==> src/include/spi_hub_cfg.svh <==
`ifndef SPI_HUB_CFG_SVH
`define SPI_HUB_CFG_SVH

////////////////////////////////////////
// frame format

`define SPI_FRAME_BITS 16     // addr byte then value byte
`define SPI_CNT_BITS   5      // bit counter, saturates at 31

////////////////////////////////////////
// register map

`define ADDR_LED 8'd7         // led latch
`define ADDR_MUX 8'd8         // peripheral select mask
`define ADDR_DAC 8'd9         // dac control lines

////////////////////////////////////////
// pins and peripherals

`define SYNC_STAGES 2         // flops per pin synchronizer
`define NUM_PERIPH  3         // adc bit 0, dac bit 1, flash bit 2

`endif

==> src/verilog/spi_hub_pkg.sv <==
package spi_hub_pkg;

  // plain register write, high byte addr, low byte value
  typedef struct packed {
    logic [7:0] reg_addr;
    logic [7:0] reg_value;
  } spi_wr_t;

  // same word seen as dac control, low nibble only
  typedef struct packed {
    logic [7:0] reg_addr;
    logic [3:0] unused;       // don't care
    logic       uni_bip_b;
    logic       uni_bip_a;
    logic       dac_rst;
    logic       ldac;         // lsb
  } spi_dac_t;

  // one 16 bit frame, decoded either way by address
  typedef union packed {
    spi_wr_t  wr;
    spi_dac_t dac;
  } spi_frame_u;

endpackage

==> src/verilog/spi_hub_links.sv <==
`include "spi_hub_cfg.svh"

////////////////////////////////////////
// synchronized pin samples, sync -> shifter

interface spi_sample_if;
  logic sclk_rise;            // one clk pulse
  logic cs_rise;              // one clk pulse, end of frame
  logic cs_active;            // cs low, level
  logic mosi;                 // level, aligned to sclk_rise
  logic special_n;            // special pin level, low = reg write

  modport src (output sclk_rise, cs_rise, cs_active, mosi, special_n);
  modport dst (input  sclk_rise, cs_rise, cs_active, mosi, special_n);
endinterface

////////////////////////////////////////
// completed frames, shifter -> decoder

interface spi_frame_if
  import spi_hub_pkg::*;
();
  logic                     frame_valid;  // exactly 16 bits seen
  logic                     frame_err;    // wrong count, never with valid
  spi_frame_u               frame;        // held while frame_valid
  logic [`SPI_CNT_BITS-1:0] err_len;      // bit count of the frame

  modport src (output frame_valid, frame_err, frame, err_len);
  modport dst (input  frame_valid, frame_err, frame, err_len);
endinterface

==> src/verilog/spi_input_sync.sv <==
`include "spi_hub_cfg.svh"

module spi_input_sync (
  input logic       clk,
  input logic       reset,
  input logic       sclk,
  input logic       cs,
  input logic       mosi,
  input logic       special,
  spi_sample_if.src smp
);

  // bit positions in the pin vector
  localparam int PIN_SCLK    = 0;
  localparam int PIN_CS      = 1;
  localparam int PIN_MOSI    = 2;
  localparam int PIN_SPECIAL = 3;

  // idle levels, cs and special both high
  localparam logic [3:0] PIN_IDLE = 4'b1010;

  logic [3:0] sync_q [`SYNC_STAGES];  // [0] nearest the pins
  logic [3:0] pins_s;                 // last stage, clk domain
  logic       sclk_prev;
  logic       cs_prev;

  assign pins_s = sync_q[`SYNC_STAGES-1];

  ////////////////////////////////////////
  // synchronizer chain, all four pins

  always_ff @(posedge clk)
  begin
    if (reset)
    begin
      for (int i = 0; i < `SYNC_STAGES; i++)
        sync_q[i] <= PIN_IDLE;        // cs high, no false edge
    end
    else
    begin
      sync_q[0] <= {special, mosi, cs, sclk};
      for (int i = 1; i < `SYNC_STAGES; i++)
        sync_q[i] <= sync_q[i-1];
    end
  end

  ////////////////////////////////////////
  // edge detect, registered outputs

  always_ff @(posedge clk)
  begin
    if (reset)
    begin
      sclk_prev     <= 1'b0;
      cs_prev       <= 1'b1;
      smp.sclk_rise <= 1'b0;
      smp.cs_rise   <= 1'b0;
      smp.cs_active <= 1'b0;
      smp.mosi      <= 1'b0;
      smp.special_n <= 1'b1;
    end
    else
    begin
      sclk_prev     <= pins_s[PIN_SCLK];
      cs_prev       <= pins_s[PIN_CS];
      smp.sclk_rise <= pins_s[PIN_SCLK] & ~sclk_prev;   // 0 -> 1
      smp.cs_rise   <= pins_s[PIN_CS] & ~cs_prev;       // frame done
      smp.cs_active <= ~pins_s[PIN_CS];
      smp.mosi      <= pins_s[PIN_MOSI];                // same delay as pulses
      smp.special_n <= pins_s[PIN_SPECIAL];
    end
  end

endmodule

==> src/verilog/spi_frame_shifter.sv <==
`include "spi_hub_cfg.svh"

module spi_frame_shifter
  import spi_hub_pkg::*;
(
  input logic       clk,
  input logic       reset,
  spi_sample_if.dst smp,
  spi_frame_if.src  frm
);

  logic [`SPI_FRAME_BITS-1:0] shreg;    // msb first, bits enter at [0]
  logic [`SPI_CNT_BITS-1:0]   bit_cnt;
  logic                       started;  // first bit of frame seen
  logic                       accept;   // first bit saw special low
  logic                       take_bit;
  logic                       bit_evt;

  assign bit_evt = smp.sclk_rise & smp.cs_active;

  // first bit decides from the live level, later bits from the latch
  assign take_bit = started ? accept : ~smp.special_n;

  ////////////////////////////////////////
  // bit counting and frame check

  always_ff @(posedge clk)
  begin
    if (reset)
    begin
      bit_cnt         <= '0;
      started         <= 1'b0;
      accept          <= 1'b0;
      frm.frame_valid <= 1'b0;
      frm.frame_err   <= 1'b0;
      frm.err_len     <= '0;
    end
    else
    begin
      frm.frame_valid <= 1'b0;          // pulses by default
      frm.frame_err   <= 1'b0;
      if (smp.cs_rise)
      begin
        // count stays 0 for bus traffic, so no pulse then
        frm.frame_valid <= (bit_cnt == `SPI_FRAME_BITS);
        frm.frame_err   <= (bit_cnt != '0) && (bit_cnt != `SPI_FRAME_BITS);
        frm.err_len     <= bit_cnt;
        bit_cnt         <= '0;
        started         <= 1'b0;
        accept          <= 1'b0;
      end
      else if (bit_evt)
      begin
        started <= 1'b1;
        if (!started)
          accept <= ~smp.special_n;     // latch frame type
        if (take_bit && bit_cnt != '1)
          bit_cnt <= bit_cnt + 1'b1;    // saturate at 31
      end
    end
  end

  ////////////////////////////////////////
  // data path

  always_ff @(posedge clk)
  begin
    if (smp.cs_rise)
    begin
      frm.frame <= spi_frame_u'(shreg); // hold for the decoder
      shreg     <= '0;
    end
    else if (bit_evt && take_bit)
      shreg <= {shreg[`SPI_FRAME_BITS-2:0], smp.mosi};
  end

endmodule

==> src/verilog/reg_bank_decode.sv <==
`include "spi_hub_cfg.svh"

module reg_bank_decode (
  input  logic       clk,
  input  logic       reset,
  spi_frame_if.dst   frm,
  output logic [7:0] reg_mux,
  output logic [7:0] reg_led,
  output logic [3:0] reg_dac,
  output logic [7:0] bad_frames
);

  logic bad_len;  // rejected frame that actually carried bits

  assign bad_len = frm.frame_err && (frm.err_len != '0);

  ////////////////////////////////////////
  // register writes

  always_ff @(posedge clk)
  begin
    if (reset)
    begin
      reg_mux <= '0;                    // all peripherals deselected
      reg_led <= '0;
      reg_dac <= '0;
    end
    else if (frm.frame_valid)
    begin
      case (frm.frame.wr.reg_addr)      // high byte selects
        `ADDR_MUX: reg_mux <= frm.frame.wr.reg_value;
        `ADDR_LED: reg_led <= frm.frame.wr.reg_value;
        `ADDR_DAC:
        begin
          // msb to lsb, matches the top level pin order
          reg_dac <= {frm.frame.dac.uni_bip_b,
                      frm.frame.dac.uni_bip_a,
                      frm.frame.dac.dac_rst,
                      frm.frame.dac.ldac};
        end
        default: ;                      // unknown addr, dropped
      endcase
    end
  end

  ////////////////////////////////////////
  // bad frame counter

  always_ff @(posedge clk)
  begin
    if (reset)
      bad_frames <= '0;
    else if (bad_len && bad_frames != '1)
      bad_frames <= bad_frames + 1'b1;  // stick at 255
  end

endmodule

==> src/verilog/periph_spi_router.sv <==
`include "spi_hub_cfg.svh"

module periph_spi_router (
  input  logic                   cs,
  input  logic                   sclk,
  input  logic                   mosi,
  input  logic                   special,
  input  logic [7:0]             reg_mux,
  input  logic [`NUM_PERIPH-1:0] periph_miso,
  output logic [`NUM_PERIPH-1:0] periph_cs,
  output logic [`NUM_PERIPH-1:0] periph_sclk,
  output logic [`NUM_PERIPH-1:0] periph_mosi,
  output logic                   miso
);

  logic                   bus_open;  // master talking to peripherals
  logic [`NUM_PERIPH-1:0] sel;       // mask bits for real peripherals

  // special low means a register write, keep peripherals out of it
  assign bus_open = ~cs & special;
  assign sel      = reg_mux[`NUM_PERIPH-1:0];

  ////////////////////////////////////////
  // chip selects, active low

  assign periph_cs = ~(sel & {`NUM_PERIPH{bus_open}});

  // clock and data go everywhere, cs does the gating
  assign periph_sclk = {`NUM_PERIPH{sclk}};
  assign periph_mosi = {`NUM_PERIPH{mosi}};

  ////////////////////////////////////////
  // return path

  assign miso = |(periph_miso & sel);  // any selected one high

endmodule

==> src/verilog/spi_periph_hub.sv <==
`include "spi_hub_cfg.svh"

module spi_periph_hub (
  input  logic       clk,
  input  logic       reset,
  // mcu spi port
  input  logic       spi_clk,
  input  logic       spi_cs,
  input  logic       spi_mosi,
  input  logic       spi_special,
  output logic       spi_miso,
  // board lines
  output logic [1:0] led,
  output logic       dac_ldac,
  output logic       dac_rst,
  output logic       dac_uni_bip_a,
  output logic       dac_uni_bip_b,
  // adc
  output logic       adc_cs,
  output logic       adc_sclk,
  output logic       adc_mosi,
  input  logic       adc_miso,
  // dac
  output logic       dac_cs,
  output logic       dac_sclk,
  output logic       dac_sdi,
  input  logic       dac_sdo,
  // flash
  output logic       flash_cs,
  output logic       flash_sclk,
  output logic       flash_mosi,
  input  logic       flash_miso,
  output logic [7:0] bad_frames
);

  logic [7:0]             reg_mux;
  logic [7:0]             reg_led;
  logic [3:0]             reg_dac;
  logic [`NUM_PERIPH-1:0] periph_cs;
  logic [`NUM_PERIPH-1:0] periph_sclk;
  logic [`NUM_PERIPH-1:0] periph_mosi;
  logic [`NUM_PERIPH-1:0] periph_miso;

  spi_sample_if smp_if ();
  spi_frame_if  frm_if ();

  ////////////////////////////////////////
  // register write pipeline

  spi_input_sync i_sync (
    .clk     (clk),
    .reset   (reset),
    .sclk    (spi_clk),
    .cs      (spi_cs),
    .mosi    (spi_mosi),
    .special (spi_special),
    .smp     (smp_if.src)
  );

  spi_frame_shifter i_shifter (
    .clk   (clk),
    .reset (reset),
    .smp   (smp_if.dst),
    .frm   (frm_if.src)
  );

  reg_bank_decode i_decode (
    .clk        (clk),
    .reset      (reset),
    .frm        (frm_if.dst),
    .reg_mux    (reg_mux),
    .reg_led    (reg_led),
    .reg_dac    (reg_dac),
    .bad_frames (bad_frames)
  );

  ////////////////////////////////////////
  // peripheral bus, straight from the pins

  periph_spi_router i_router (
    .cs          (spi_cs),
    .sclk        (spi_clk),
    .mosi        (spi_mosi),
    .special     (spi_special),
    .reg_mux     (reg_mux),
    .periph_miso (periph_miso),
    .periph_cs   (periph_cs),
    .periph_sclk (periph_sclk),
    .periph_mosi (periph_mosi),
    .miso        (spi_miso)
  );

  // bit 0 adc, bit 1 dac, bit 2 flash
  assign {flash_cs,   dac_cs,   adc_cs}   = periph_cs;
  assign {flash_sclk, dac_sclk, adc_sclk} = periph_sclk;
  assign {flash_mosi, dac_sdi,  adc_mosi} = periph_mosi;
  assign periph_miso = {flash_miso, dac_sdo, adc_miso};

  assign led = reg_led[1:0];
  assign {dac_uni_bip_b, dac_uni_bip_a, dac_rst, dac_ldac} = reg_dac;

endmodule

==> config.mk <==
export PLATFORM = sky130hd
export DESIGN_NAME = spi_periph_hub
export DESIGN_NICKNAME = d
export VERILOG_FILES = /design/src/verilog/spi_hub_pkg.sv /design/src/verilog/spi_hub_links.sv /design/src/verilog/spi_input_sync.sv /design/src/verilog/spi_frame_shifter.sv /design/src/verilog/reg_bank_decode.sv /design/src/verilog/periph_spi_router.sv /design/src/verilog/spi_periph_hub.sv
export VERILOG_INCLUDE_DIRS = /design/src /design/src/include
export SDC_FILE = /design/constraint.sdc
export NUM_CORES = 1
export LEC_CHECK = 0
export BUFFER_PORTS_ARGS = -buffer_cell sky130_fd_sc_hd__clkbuf_2
export CAP_MARGIN = 20
export CORE_ASPECT_RATIO = 0.75
export CORE_MARGIN = 5
export CORE_UTILIZATION = 60
export CTS_BUF_LIST = sky130_fd_sc_hd__clkbuf_16
export DETAILED_ROUTE_END_ITERATION = 8
export PLACE_DENSITY = 0.78
export REMOVE_ABC_BUFFERS = 1
export SLEW_MARGIN = 20
export SYNTH_ARGS = -nofsm -noshare
export SYNTH_HDL_FRONTEND = slang
export SYNTH_HIERARCHICAL = 1
export SYNTH_SLANG_ARGS = --single-unit
==> constraint.sdc <==
create_clock -name clk -period 4.6 [get_ports clk]
set_input_delay 1.15 -clock clk [delete_from_list [all_inputs] [get_ports clk]]
set_output_delay 1.15 -clock clk [all_outputs]
set_load 0.005 [all_outputs]
# ---- After elaboration in Yosys (flattened, before gate mapping)
# Memories as Yosys holds them, arrays and structs flattened.
# Cells that the tools add are included.
dict set report classes {
  n_reduce_logical 14
  eq_ne 7
  n_bitwise 15
  n_addsub 2
  mux 6
}
# operator count
set op_table {}
lappend op_table {{$eq 8x4->1 const B} 2}
lappend op_table {{$ne 5x5->1 const B} 2}
lappend op_table {{$reduce_bool 5->1} 2}
lappend op_table {{$add 8x1->8 const B} 1}
lappend op_table {{$eq 8x3->1 const B} 1}
lappend op_table {{$mux 4} 2}
lappend op_table {{$ne 8x8->1 const B} 1}
lappend op_table {{$reduce_and 2->1} 4}
lappend op_table {{$and 3x3->3} 2}
lappend op_table {{$not 1->1} 6}
lappend op_table {{$add 5x1->5 const B} 1}
lappend op_table {{$eq 5x5->1 const B} 1}
lappend op_table {{$logic_and 1x1->1} 5}
lappend op_table {{$and 1x1->1} 4}
lappend op_table {{$mux 1} 4}
lappend op_table {{$reduce_or 2->1} 2}
lappend op_table {{$not 3->3} 1}
lappend op_table {{$reduce_or 3->1} 1}
lappend op_table {{$or 1x1->1} 2}
dict set report totals {
  word_cells 64
  mem_count 1
  register_bits 70
  output_inout_bits 24
  mem_bits_rw 8
  inputBits 9
}
# memory words word_bits rd rd_ports_with_merged_regs write_ports line
set mem_list {}
lappend mem_list {i_sync.sync_q 2 4 2 0 2 spi_input_sync.sv:22} ;# logic [3:0] sync_q [`SYNC_STAGES];

# ---- Longest topological paths before layout
# Gate-level depths: netlist of run 1.
dict set report depth {
  ltp_word 4
  ltp_mapped 6
}

# ---- Hierarchy
# The synthesis of run 1 kept the hierarchy.
# module cells_per_inst instances area_each_um2
set by_module_without_submodules {}
lappend by_module_without_submodules {spi_frame_shifter 161 1 1851.8}
lappend by_module_without_submodules {reg_bank_decode 120 1 1176.1}
lappend by_module_without_submodules {spi_input_sync 31 1 416.6}
lappend by_module_without_submodules {periph_spi_router 12 1 76.3}

# ---- Worst setup path before layout of run 1
# Ideal clock, no wire load.
dict set report synth_path {
  path_kind {in2out}
  from {input adc_miso}
  to {output spi_miso}
  path_slack_ns 1.923
  path_stages 2
  n_path_buf 0
  t_arrival_ns 1.527
  path_cell_list {a222oi_1 > inv_1}
}
dict set report synth_between {
  elab_chain_cells 2
}
# element line
set synth_rtl {}
lappend synth_rtl {{from (decl)} spi_periph_hub.sv:22} ;# input logic adc_miso,
lappend synth_rtl {{$and 3x3->3} periph_spi_router.sv:35} ;# assign miso = |(periph_miso & sel);
lappend synth_rtl {{$reduce_or 3->1} periph_spi_router.sv:35}
lappend synth_rtl {{to (decl)} spi_periph_hub.sv:11} ;# output logic spi_miso,
# No other way between the ends.

# ---- Final worst setup path of run 1
# Same ends and word-level chain as after synthesis.

==> summary.txt, run 1 <==
Clock tree
  – Number of hold buffers added after cts: 0
  – Clk root buf: clkbuf_16
  – Post-cts repair resize count: 0
  – Clock net sink count: 74
  – Clock tree from TritonCTS: yes
  – Maximum buffer depth of the clock tree: 2
  – Total CTS buffers: 9
  – Clock transition at the registers of the reported paths: ~50 ps
  – Number of H-tree levels: 3
  – Source-to-sink clock delay at the later pin of the worst-skew pair: ~320 ps
  – Post-CTS Setup Inserts: 0

Global routing
  – Vias in the first global route: a little over 2000
  – Maximum number of pins on one net before global-route repair: between 40 and 50
  – Residual overflow from global routing: 0
  – Total global-route track usage: 0.1830
  – Global-route wire length before repair: 9.597 mm
  – Initial antenna violation count: 0

Flow run
  – Max-cap check violation count: 0

Pwr
  – Leakage power summed over all cells: approximately 1.4 nW
  – Maximum VDD drop: roughly 0.25 mV
  – Power after layout: 1.409 mW
  – Power per standard cell area: around 410 nW/um^2

Worst setup path
  – Critical Path Fanout Max: 1
  – Type of the worst setup path: input port to output port
  – Required arrival time at the worst endpoint: ~3500 ps
  – Critical Path Sink Type: output port
  – Critical path launch point type: input port
  – Worst Path Arrival: about 1700 ps

STA
  – Headroom to the max-slew limit: 0.4642
  – F_max: 0.3473 GHz
  – Setup repair after global routing missed its margin: no
  – Final clock period utilization by the worst path: 0.6259
  – Final setup fails: 0
  – Clock skew after layout: between 2 and 3 ps
  – Setup TNS Final: 0 ps
  – Slew of the pin with the lowest slew margin: about 800 ps
  – Post-route minimum period: between 2000 and 3000 ps
  – Final max-slew violation count: 0
  – Final hold violation count: 0

Detailed routing
  – Met2 wire length: 2.428 mm
  – Total routed wire length on the met1 layer: roughly 2.8 mm
  – Starting DRC count in detailed routing: 240
  – Avg Vias per Cell: 5.788
  – Number of antenna-violating nets in the routed design: 0
  – First-pass DRT Iterations: 4
  – Uppermost layer routed: met4
  – Total vias in the final route: roughly 2200
  – Metal3 WL: between 300 and 400 um
  – Total routed wirelength: approximately 5.5 mm
  – Final routed DRC violation total: 0
  – Routed length per placed instance: 14.84 um

Placement
  – Global placement routability congestion: slightly below 0.8
  – Port-buffer cells: 32
  – HPWL reported at the end of detailed placement: between 3 and 4 mm
  – Placed cell count: ~360

Die
  – Die Area: approximately 6600 sq um
  – Number of top-level pins: 33
  – Overall die width: around 92 um
  – Die height: 71.54 um
  – Number of standard-cell rows in the floorplan: 22
  – Total core area: around 4900 sq um
  – Effective utilization at floorplan: 0.6182

Final layout
  – Multi-input gate area: ~1200 sq um
  – Fin nets: 320
  – Final std cells w/o fill: 372
  – Final-layout fill cell count: between 300 and 400
  – Area added between synthesis and finish: 13.67%
  – Storage element area: approximately 1600 sq um
  – Share of cells above drive strength 1: 0.1859
  – Number of antenna repair diodes: 0

Hold path
  – Type of the most critical hold path: flip-flop to flip-flop

Run status
  – Run status: finished clean

Logic synthesis
  – Number of warning messages in the yosys log: 6
  – Cells after Synth: between 200 and 300
  – Per-instance average area after synthesis: between 10 and 15 sq um
  – Synth Cell Area: 3029 sq um
[path summary, 6_finish.rpt]
check / from / to / slack [ps] / cells past startpoint
hold reg to reg: i_sync/cs_prev / i_sync/smp.cs_rise / 390 / 1
setup reg to reg: i_decode/bad_frames[0] / i_decode/bad_frames[5] / 2780 / 5
setup / recovery: adc_miso / spi_miso / 1720 / 4
hold / removal: i_sync/cs_prev / i_sync/smp.cs_rise / 390 / 1
[area by class of cell]
type,instances,area share
repair buffers,35,0.05305
inverters,5,0.005451
multi-input cells,182,0.3601
clock inverters,4,0.007267
clock buffers,12,0.08721
flip-flops and latches,74,0.4651
well taps,60,0.02180
[state kept, by name, indices dropped and copies added (netlist names)]
signal	flops
i_shifter/shreg	16
i_shifter/frm.frame	12
i_decode/bad_frames	8
i_sync/sync_q	8
i_shifter/bit_cnt	5
i_shifter/frm.err_len	5
i_decode/reg_dac	4
i_decode/reg_mux	3
i_decode/reg_led	2
i_shifter/accept	1
i_shifter/frm.frame_err	1
i_shifter/frm.frame_valid	1
i_shifter/started	1
i_sync/cs_prev	1
i_sync/sclk_prev	1
i_sync/smp.cs_active	1
i_sync/smp.cs_rise	1
i_sync/smp.mosi	1
i_sync/smp.sclk_rise	1
i_sync/smp.special_n	1
[worst max-delay path: stages]
cell and delay, ps:
clkbuf_2 80, a222oi_1 320, inv_1 70, clkbuf_2 110
[power by group]
group / switching, mW / internal [mW]
clock network: 0.256 / 0.463
registers: 0.00211 / 0.661
logic: 0.0163 / 0.0101
total: 0.275 / 1.13
[per-layer routing]
layer / global-route usage / vias up
met2: 0.2686 / 63
met4: 0.04448 / 0
met1: 0.2527 / 1004
met3: 0.07555 / 2
met5: 0 / -
li1: - / 1084
[stage by stage]
step                      setup slack, ps  hold slack (ps)  utilization  cell area, sq um
after floorplan                      1923            371.4            -              2860
after global placement               1737            375.5       0.6364              3118
after detailed placement             1719            385.8       0.6364              3118
after CTS                            1716            393.6       0.7028              3443
after global routing                 1652            400.9       0.7028              3443
final                                1721            390.3       0.7028              3443
[layout by cell type, fill, tap and decap left out, drive strengths merged, types with 2 or more instances in the layout]
master / instances
a21oi: 25
and2: 3
and2b: 5
and3: 3
and3b: 2
and4b: 3
buf: 3
clkbuf: 44
dfxtp: 62
edfxtp: 12
ha: 4
inv: 7
mux2: 2
mux2i: 17
nand2: 7
nand2b: 2
nand3: 2
nand4: 4
nor2: 25
nor2b: 5
nor3: 2
nor3b: 5
o211ai: 21
o21ai: 5
o31ai: 20
or2: 7
or3: 4
or4: 2
Note: power is estimated with default switching activity, not from simulation.
==> run 2, diff against run 1 <==
Settings changed: ABC_AREA set to 1, CORE_UTILIZATION 60 to 59, PLACE_DENSITY 0.78 to 0.76.
Clock period 4.6 ns to 2.7 ns, I/O delays scaled along.
==> run 2 against run 1 <==
  * Via count up 6.4%
  * Die area up 2.7%
  * Core utilization down 0.35 points
  * First-iteration DRC count down 61%
  * Critical path depth unchanged
  * Clock-buffer cell count down 3
  * Final area up 0.62%
  * Critical endpoint is now dac_cs
  * Highest routed layer unchanged
  * Hold slack worse by 5.4 ps
==> summary.txt, run 2 <==
Global routing
  – Maximum number of pins on one net before global-route repair: 31 (was 47)
  – Residual overflow from global routing: 0 (unchanged)
  – Total global-route track usage: 0.1722 (was 0.1830)
  – Global-route wire length before repair: 9.101 mm (was 9.597 mm)
  – Initial antenna violation count: 0 (unchanged)
  – Vias in the first global route: 2157 (was 2014)

Final layout
  – Multi-input gate area: 1156 sq um (was 1240 sq um)
  – Fin nets: 413 (was 320)
  – Commonest cells after routing, fill and taps aside: nand2_1, dfxtp_1, nor2_1 (was dfxtp_1, clkbuf_2, a21oi_1, nor2_1, o211ai_1)
  – Number of antenna repair diodes: 0 (unchanged)
  – Share of cells above drive strength 1: 0.1926 (was 0.1859)
  – Final-layout fill cell count: 421 (was 347)
  – Area added between synthesis and finish: 12.84% (was 13.67%)
  – Most flops, register: i_shifter/shreg (unchanged)
  – Commonest non-fill, non-tap cell in the layout: nand2_1 (was dfxtp_1)
  – Storage element area: 1602 sq um (unchanged)
  – Flip-flop count of the largest register after layout: 16 (unchanged)
  – Registers with the most flip-flops: i_shifter/shreg x16, i_shifter/frm.frame x12 (unchanged)

Logic synthesis
  – Cells after Synth: 375 (was 287)
  – Synth Cell Area: 3070 sq um (was 3029 sq um)
  – Number of warning messages in the yosys log: 6 (unchanged)
  – Per-instance average area after synthesis: 8.188 sq um (was 10.55 sq um)

Detailed routing
  – Final routed DRC violation total: 0 (unchanged)
  – Total vias in the final route: 2291 (was 2153)
  – Starting DRC count in detailed routing: 93 (was 240)
  – Avg Vias per Cell: 4.927 (was 5.788)
  – Total routed wirelength: 5.286 mm (was 5.520 mm)
  – First-pass DRT Iterations: 4 (unchanged)
  – Routed length per placed instance: 11.37 um (was 14.84 um)
  – Number of antenna-violating nets in the routed design: 0 (unchanged)

Clock tree
  – Number of hold buffers added after cts: 0 (unchanged)
  – Clk root buf: clkbuf_16 (unchanged)
  – Clock net sink count: 74 (unchanged)
  – Number of H-tree levels: 3 (unchanged)
  – Clock transition at the registers of the reported paths: 50 ps (about the same)
  – Source-to-sink clock delay at the later pin of the worst-skew pair: 330 ps (was 320 ps)
  – Total CTS buffers: 9 (unchanged)
  – Post-cts repair resize count: 0 (unchanged)
  – Maximum buffer depth of the clock tree: 2 (unchanged)
  – Post-CTS Setup Inserts: 0 (unchanged)
  – Clock tree from TritonCTS: yes (unchanged)

Hold path
  – Type of the most critical hold path: flip-flop to flip-flop (unchanged)

STA
  – Final hold violation count: 0 (unchanged)
  – Final setup fails: 0 (unchanged)
  – Post-route minimum period: 1719 ps
  – Slew of the pin with the lowest slew margin: 787.8 ps (was 803.7 ps)
  – Headroom to the max-slew limit: 0.4729 (was 0.4642)
  – Final clock period utilization by the worst path: 0.6368
  – Final max-slew violation count: 0 (unchanged)
  – F_max: ~0.58 GHz
  – Setup TNS Final: 0 ps (unchanged)
  – Clock skew after layout: 9.790 ps (was 2.632 ps)
  – Setup repair after global routing missed its margin: no (unchanged)

Worst setup path
  – Worst Path Arrival: 1040 ps (was 1730 ps)
  – Type of the worst setup path: input port to output port (unchanged)
  – Required arrival time at the worst endpoint: 2030 ps (was 3450 ps)
  – Critical path launch point type: input port (unchanged)
  – Critical Path Sink Type: output port (unchanged)
  – Critical Path Fanout Max: 3 (was 1)

Placement
  – HPWL reported at the end of detailed placement: 3.728 mm (was 3.470 mm)
  – Port-buffer cells: 32 (unchanged)
  – Global placement routability congestion: 0.7902 (was 0.7724)

Pwr
  – Power after layout: 2.298 mW (was 1.409 mW)
  – Maximum VDD drop: 0.4128 mV (was 0.2514 mV)
  – Power per standard cell area: 663.4 nW/um^2 (was 409.1 nW/um^2)
  – Leakage power summed over all cells: 1.525 nW (was 1.362 nW)

Die
  – Die Area: 6762 sq um (was 6584 sq um)
  – Die height: 72.48 um (was 71.54 um)
  – Total core area: 4955 sq um (was 4900 sq um)
  – Overall die width: 93.30 um (was 92.05 um)
  – Number of top-level pins: 33 (unchanged)
  – Number of standard-cell rows in the floorplan: 22 (unchanged)
  – Effective utilization at floorplan: 0.6197 (was 0.6182)

Run status
  – Run status: finished clean (unchanged)

Flow run
  – Max-cap check violation count: 0 (unchanged)
-- run 2: cell types whose count changed in the layout (fill, tap and decap cells not counted), sizes merged, moves of 4 or more --
cell | before | now
nand2 | 7 | 99
inv | 7 | 47
nor2 | 25 | 59
nand3 | 2 | 24
o211ai | 21 | 0
o31ai | 20 | 0
mux2i | 17 | 0
and2b | 5 | 0
nor2b | 5 | 0
nor3b | 5 | 0
or3 | 4 | 0
-- run 2: final timing paths --
kind | startpoint | end | slack, ps | depth (start not counted)
max | spi_cs | dac_cs | 980 | 4
min | i_sync/sclk_prev | i_sync/smp.sclk_rise | 380 | 1
max reg2reg | i_shifter/bit_cnt[0] | i_shifter/bit_cnt[2] | 1180 | 9
min reg2reg | i_sync/sclk_prev | i_sync/smp.sclk_rise | 380 | 1
-- run 2: report_power, final --
part | internal [mW] | switching [mW] | leakage (nW)
sequential | 1.13 | 0.00278 | 0.626
clock | 0.704 | 0.422 | 0.140
combinational | 0.0156 | 0.0269 | 0.759
-- run 2: metal layers --
layer  routed length, um  GRT usage  share of wire
met1                2410     0.1952           0.46
met3                 191    0.06114          0.036
met2                2544     0.2853           0.48
met5                   0          0              0
met4                 140    0.09431          0.026
-- run 2: through the flow --
stage            util  worst slack (ps)  cell area [sq um]  cells  hold slack [ps]
3_3_place_gp   0.6412             907.1               3177    449            370.6
2_1_floorplan       -              1119               2934    356            366.5
5_1_grt        0.6992             958.9               3465    465            392.0
6_report       0.6992             980.8               3465    465            384.9
4_1_cts        0.6992             984.2               3465    465            387.0
3_5_place_dp   0.6412             850.0               3177    449            380.0
-- run 2: critical path, stage by stage --
cell and delay [ps]:
clkbuf_2 80, inv_1 80, nand3_1 80, clkbuf_2 120
-- run 2: area by class of cell --
cell class / count / area share
sequential: 74 / 0.4623
multi-input combinational: 235 / 0.3337
clock buffer: 9 / 0.06501
inverter: 47 / 0.05092
timing repair buffer: 33 / 0.04839
tap: 60 / 0.02167
clock inverter: 7 / 0.01806
==> run 3, diff against run 2 <==
Settings changed: CORE_UTILIZATION 59 to 53, PLACE_DENSITY 0.76 to 0.72.
Clock period 2.7 ns to 1.4 ns, I/O delays scaled along.
==> run 3 against run 2 <==
  * First-iteration DRC count grew 2.2%
  * Highest routed layer unchanged
  * Die area grew 9.9%
  * Critical path depth grew 5
  * Wire length shrank 0.57%
==> summary.txt, run 3 (synthesis results as in run 2) <==
Worst setup path
  – Critical Path Fanout Max: 4 (was 3)
  – Slowest CP cell: dfxtp_2 (was clkbuf_2)
  – Most numerous cell on the critical path: nand2_1 (was clkbuf_2)
  – Peak per-stage delay on the critical path: 350 ps (was 120 ps)
  – Type of the worst setup path: flip-flop to flip-flop (was input port to output port)
  – Worst Path Arrival: 1590 ps (was 1040 ps)
  – Count of buffering cells on the critical path with inverters included: 1 (was 3)
  – Internal reg-to-reg setup slack: 30 ps (was 1180 ps)
  – Critical path, cell by cell: ha_2 > nand2_1 > nor2_1 > ha_2 > inv_1 > nand4_1 > nand2_1 > nand2_1 > nor2_1 (was clkbuf_2 > inv_1 > nand3_1 > clkbuf_2)
  – Critical Path Sink Type: flip-flop (was output port)
  – Largest delay contributor family on the critical path: simple AND/OR/NAND/NOR gates (was buffers and inverters)
  – Required arrival time at the worst endpoint: 1620 ps (was 2030 ps)
  – Critical path launch point type: flip-flop (was input port)

Final layout
  – Commonest cells after routing, fill and taps aside: nand2_1, dfxtp_1, nor2_1 (unchanged)
  – Registers with the most flip-flops: i_shifter/shreg x16, i_shifter/frm.frame x12 (unchanged)
  – Most flops, register: i_shifter/shreg (unchanged)
  – Number of antenna repair diodes: 0 (unchanged)
  – Fin nets: 422 (was 413)
  – Area added between synthesis and finish: 16.06% (was 12.84%)
  – Share of cells above drive strength 1: 0.2179 (was 0.1926)
  – Flip-flop count of the largest register after layout: 16 (unchanged)
  – Commonest non-fill, non-tap cell in the layout: nand2_1 (unchanged)

STA
  – F_max: between 0.7 and 0.8 GHz
  – Clock skew after layout: 3.824 ps (was 9.790 ps)
  – Setup slack of the critical path after layout: 26.99 ps (was 980.8 ps)
  – Final hold slack: 236.7 ps (was 384.9 ps)
  – Final clock period utilization by the worst path: 0.9807
  – Setup TNS Final: 0 ps (unchanged)
  – Final setup fails: 0 (unchanged)
  – Headroom to the max-slew limit: 0.8135 (was 0.4729)
  – Slew of the pin with the lowest slew margin: 279.8 ps (was 787.8 ps)
  – Final hold violation count: 0 (unchanged)
  – Post-route minimum period: 1373 ps
  – Setup repair after global routing missed its margin: yes (was no)
  – Final max-slew violation count: 0 (unchanged)

Clock tree
  – Clk root buf: clkbuf_16 (unchanged)
  – Number of H-tree levels: 3 (unchanged)
  – Maximum buffer depth of the clock tree: 2 (unchanged)
  – Clock transition at the registers of the reported paths: 50 ps (about the same)
  – Clock tree from TritonCTS: yes (unchanged)
  – Number of hold buffers added after cts: 0 (unchanged)
  – Total CTS buffers: 9 (unchanged)
  – Clock net sink count: 74 (unchanged)
  – Post-CTS Setup Inserts: 0 (unchanged)
  – Source-to-sink clock delay at the later pin of the worst-skew pair: 320 ps (was 330 ps)
  – Post-cts repair resize count: 0 (unchanged)

Detailed routing
  – Starting DRC count in detailed routing: 95 (was 93)
  – Routed length per placed instance: 10.70 um (was 11.37 um)
  – Total routed wirelength: 5.256 mm (was 5.286 mm)
  – Final routed DRC violation total: 0 (unchanged)
  – First-pass DRT Iterations: 4 (unchanged)
  – Total vias in the final route: 2312 (was 2291)
  – Number of antenna-violating nets in the routed design: 0 (unchanged)
  – Avg Vias per Cell: 4.709 (was 4.927)

Die
  – Die Area: 7431 sq um (was 6762 sq um)
  – Overall die width: 97.89 um (was 93.30 um)
  – Number of top-level pins: 33 (unchanged)
  – Total core area: 5705 sq um (was 4955 sq um)
  – Die height: 75.92 um (was 72.48 um)
  – Effective utilization at floorplan: 0.5382 (was 0.6197)
  – Number of standard-cell rows in the floorplan: 24 (was 22)

Hold path
  – Type of the most critical hold path: input port to flip-flop (was flip-flop to flip-flop)

Placement
  – Global placement routability congestion: 0.8088 (was 0.7902)
  – HPWL reported at the end of detailed placement: 3.687 mm (was 3.728 mm)
  – Post-placement worst setup slack: 22.98 ps (was 850.0 ps)
  – Port-buffer cells: 32 (unchanged)

Global routing
  – Total global-route track usage: 0.1514 (was 0.1722)
  – Maximum number of pins on one net before global-route repair: 29 (was 31)
  – Initial antenna violation count: 0 (unchanged)
  – Global-route wire length before repair: 9.108 mm (was 9.101 mm)
  – Residual overflow from global routing: 0 (unchanged)
  – Vias in the first global route: 2068 (was 2157)

Pwr
  – Leakage power summed over all cells: 1.567 nW (was 1.525 nW)
  – Power after layout: 4.170 mW (was 2.298 mW)
  – Maximum VDD drop: 0.6092 mV (was 0.4128 mV)
  – Power per standard cell area: 1170 nW/um^2 (was 663.4 nW/um^2)

Flow run
  – Max-cap check violation count: 0 (unchanged)

Run status
  – Run status: finished clean (unchanged)
[run 3: cell count changes in the layout (fill, tap and decap cells not counted), sizes merged]
| cell | delta |
|---|---|
| bufinv | -1 |
| inv | +3 |
| buf | +9 |
| clkinvlp | -2 |
| clkinv | -1 |
[run 3: path summary, 6_finish.rpt]
| check | startpoint | endpoint | depth (start not counted) |
|---|---|---|---|
| setup reg to reg | i_shifter/bit_cnt[1] | i_shifter/bit_cnt[2] | 9 |
| setup / recovery | i_shifter/bit_cnt[1] | i_shifter/bit_cnt[2] | 9 |
| hold / removal | spi_cs | i_sync/sync_q[0][1] | 2 |
| hold reg to reg | i_sync/cs_prev | i_sync/smp.cs_rise | 1 |
[run 3: worst reg2reg max path: stages (launching register included)]
cell and delay [ps]:
dfxtp_2 350, ha_2 190, nand2_1 60, nor2_1 120, ha_2 210, inv_1 80
nand4_1 110, nand2_1 60, nand2_1 50, nor2_1 30
[run 3: final cells by class]
cell class	count	area, sq um
clock inverter	6	23.77
sequential	74	1605
clock buffer	9	225.2
tap	78	97.59
multi-input combinational	235	1175
inverter	47	176.4
fill	511	2142
timing repair buffer	42	260.3
[run 3: report_power, final]
part | switching (mW) | internal [mW] | total, mW
logic | 0.0539 | 0.0371 | 0.0910
clock network | 0.748 | 1.15 | 1.90
registers | 0.00612 | 2.18 | 2.18
total | 0.808 | 3.36 | 4.17
[run 3: routing by layer]
metal / vias up / GRT usage / share of wire
met5: - / 0 / 0
met1: 1028 / 0.1885 / 0.49
met4: 0 / 0.05394 / 0.016
li1: 1226 / - / -
met3: 10 / 0.07248 / 0.065
met2: 48 / 0.2289 / 0.43
[run 3: stage by stage]
step / util / area (sq um) / instances
after floorplan: - / 2934 / 356
after global placement: 0.5770 / 3292 / 476
after detailed placement: 0.5770 / 3292 / 476
after CTS: 0.6206 / 3541 / 491
after global routing: 0.6246 / 3563 / 491
final: 0.6246 / 3563 / 491
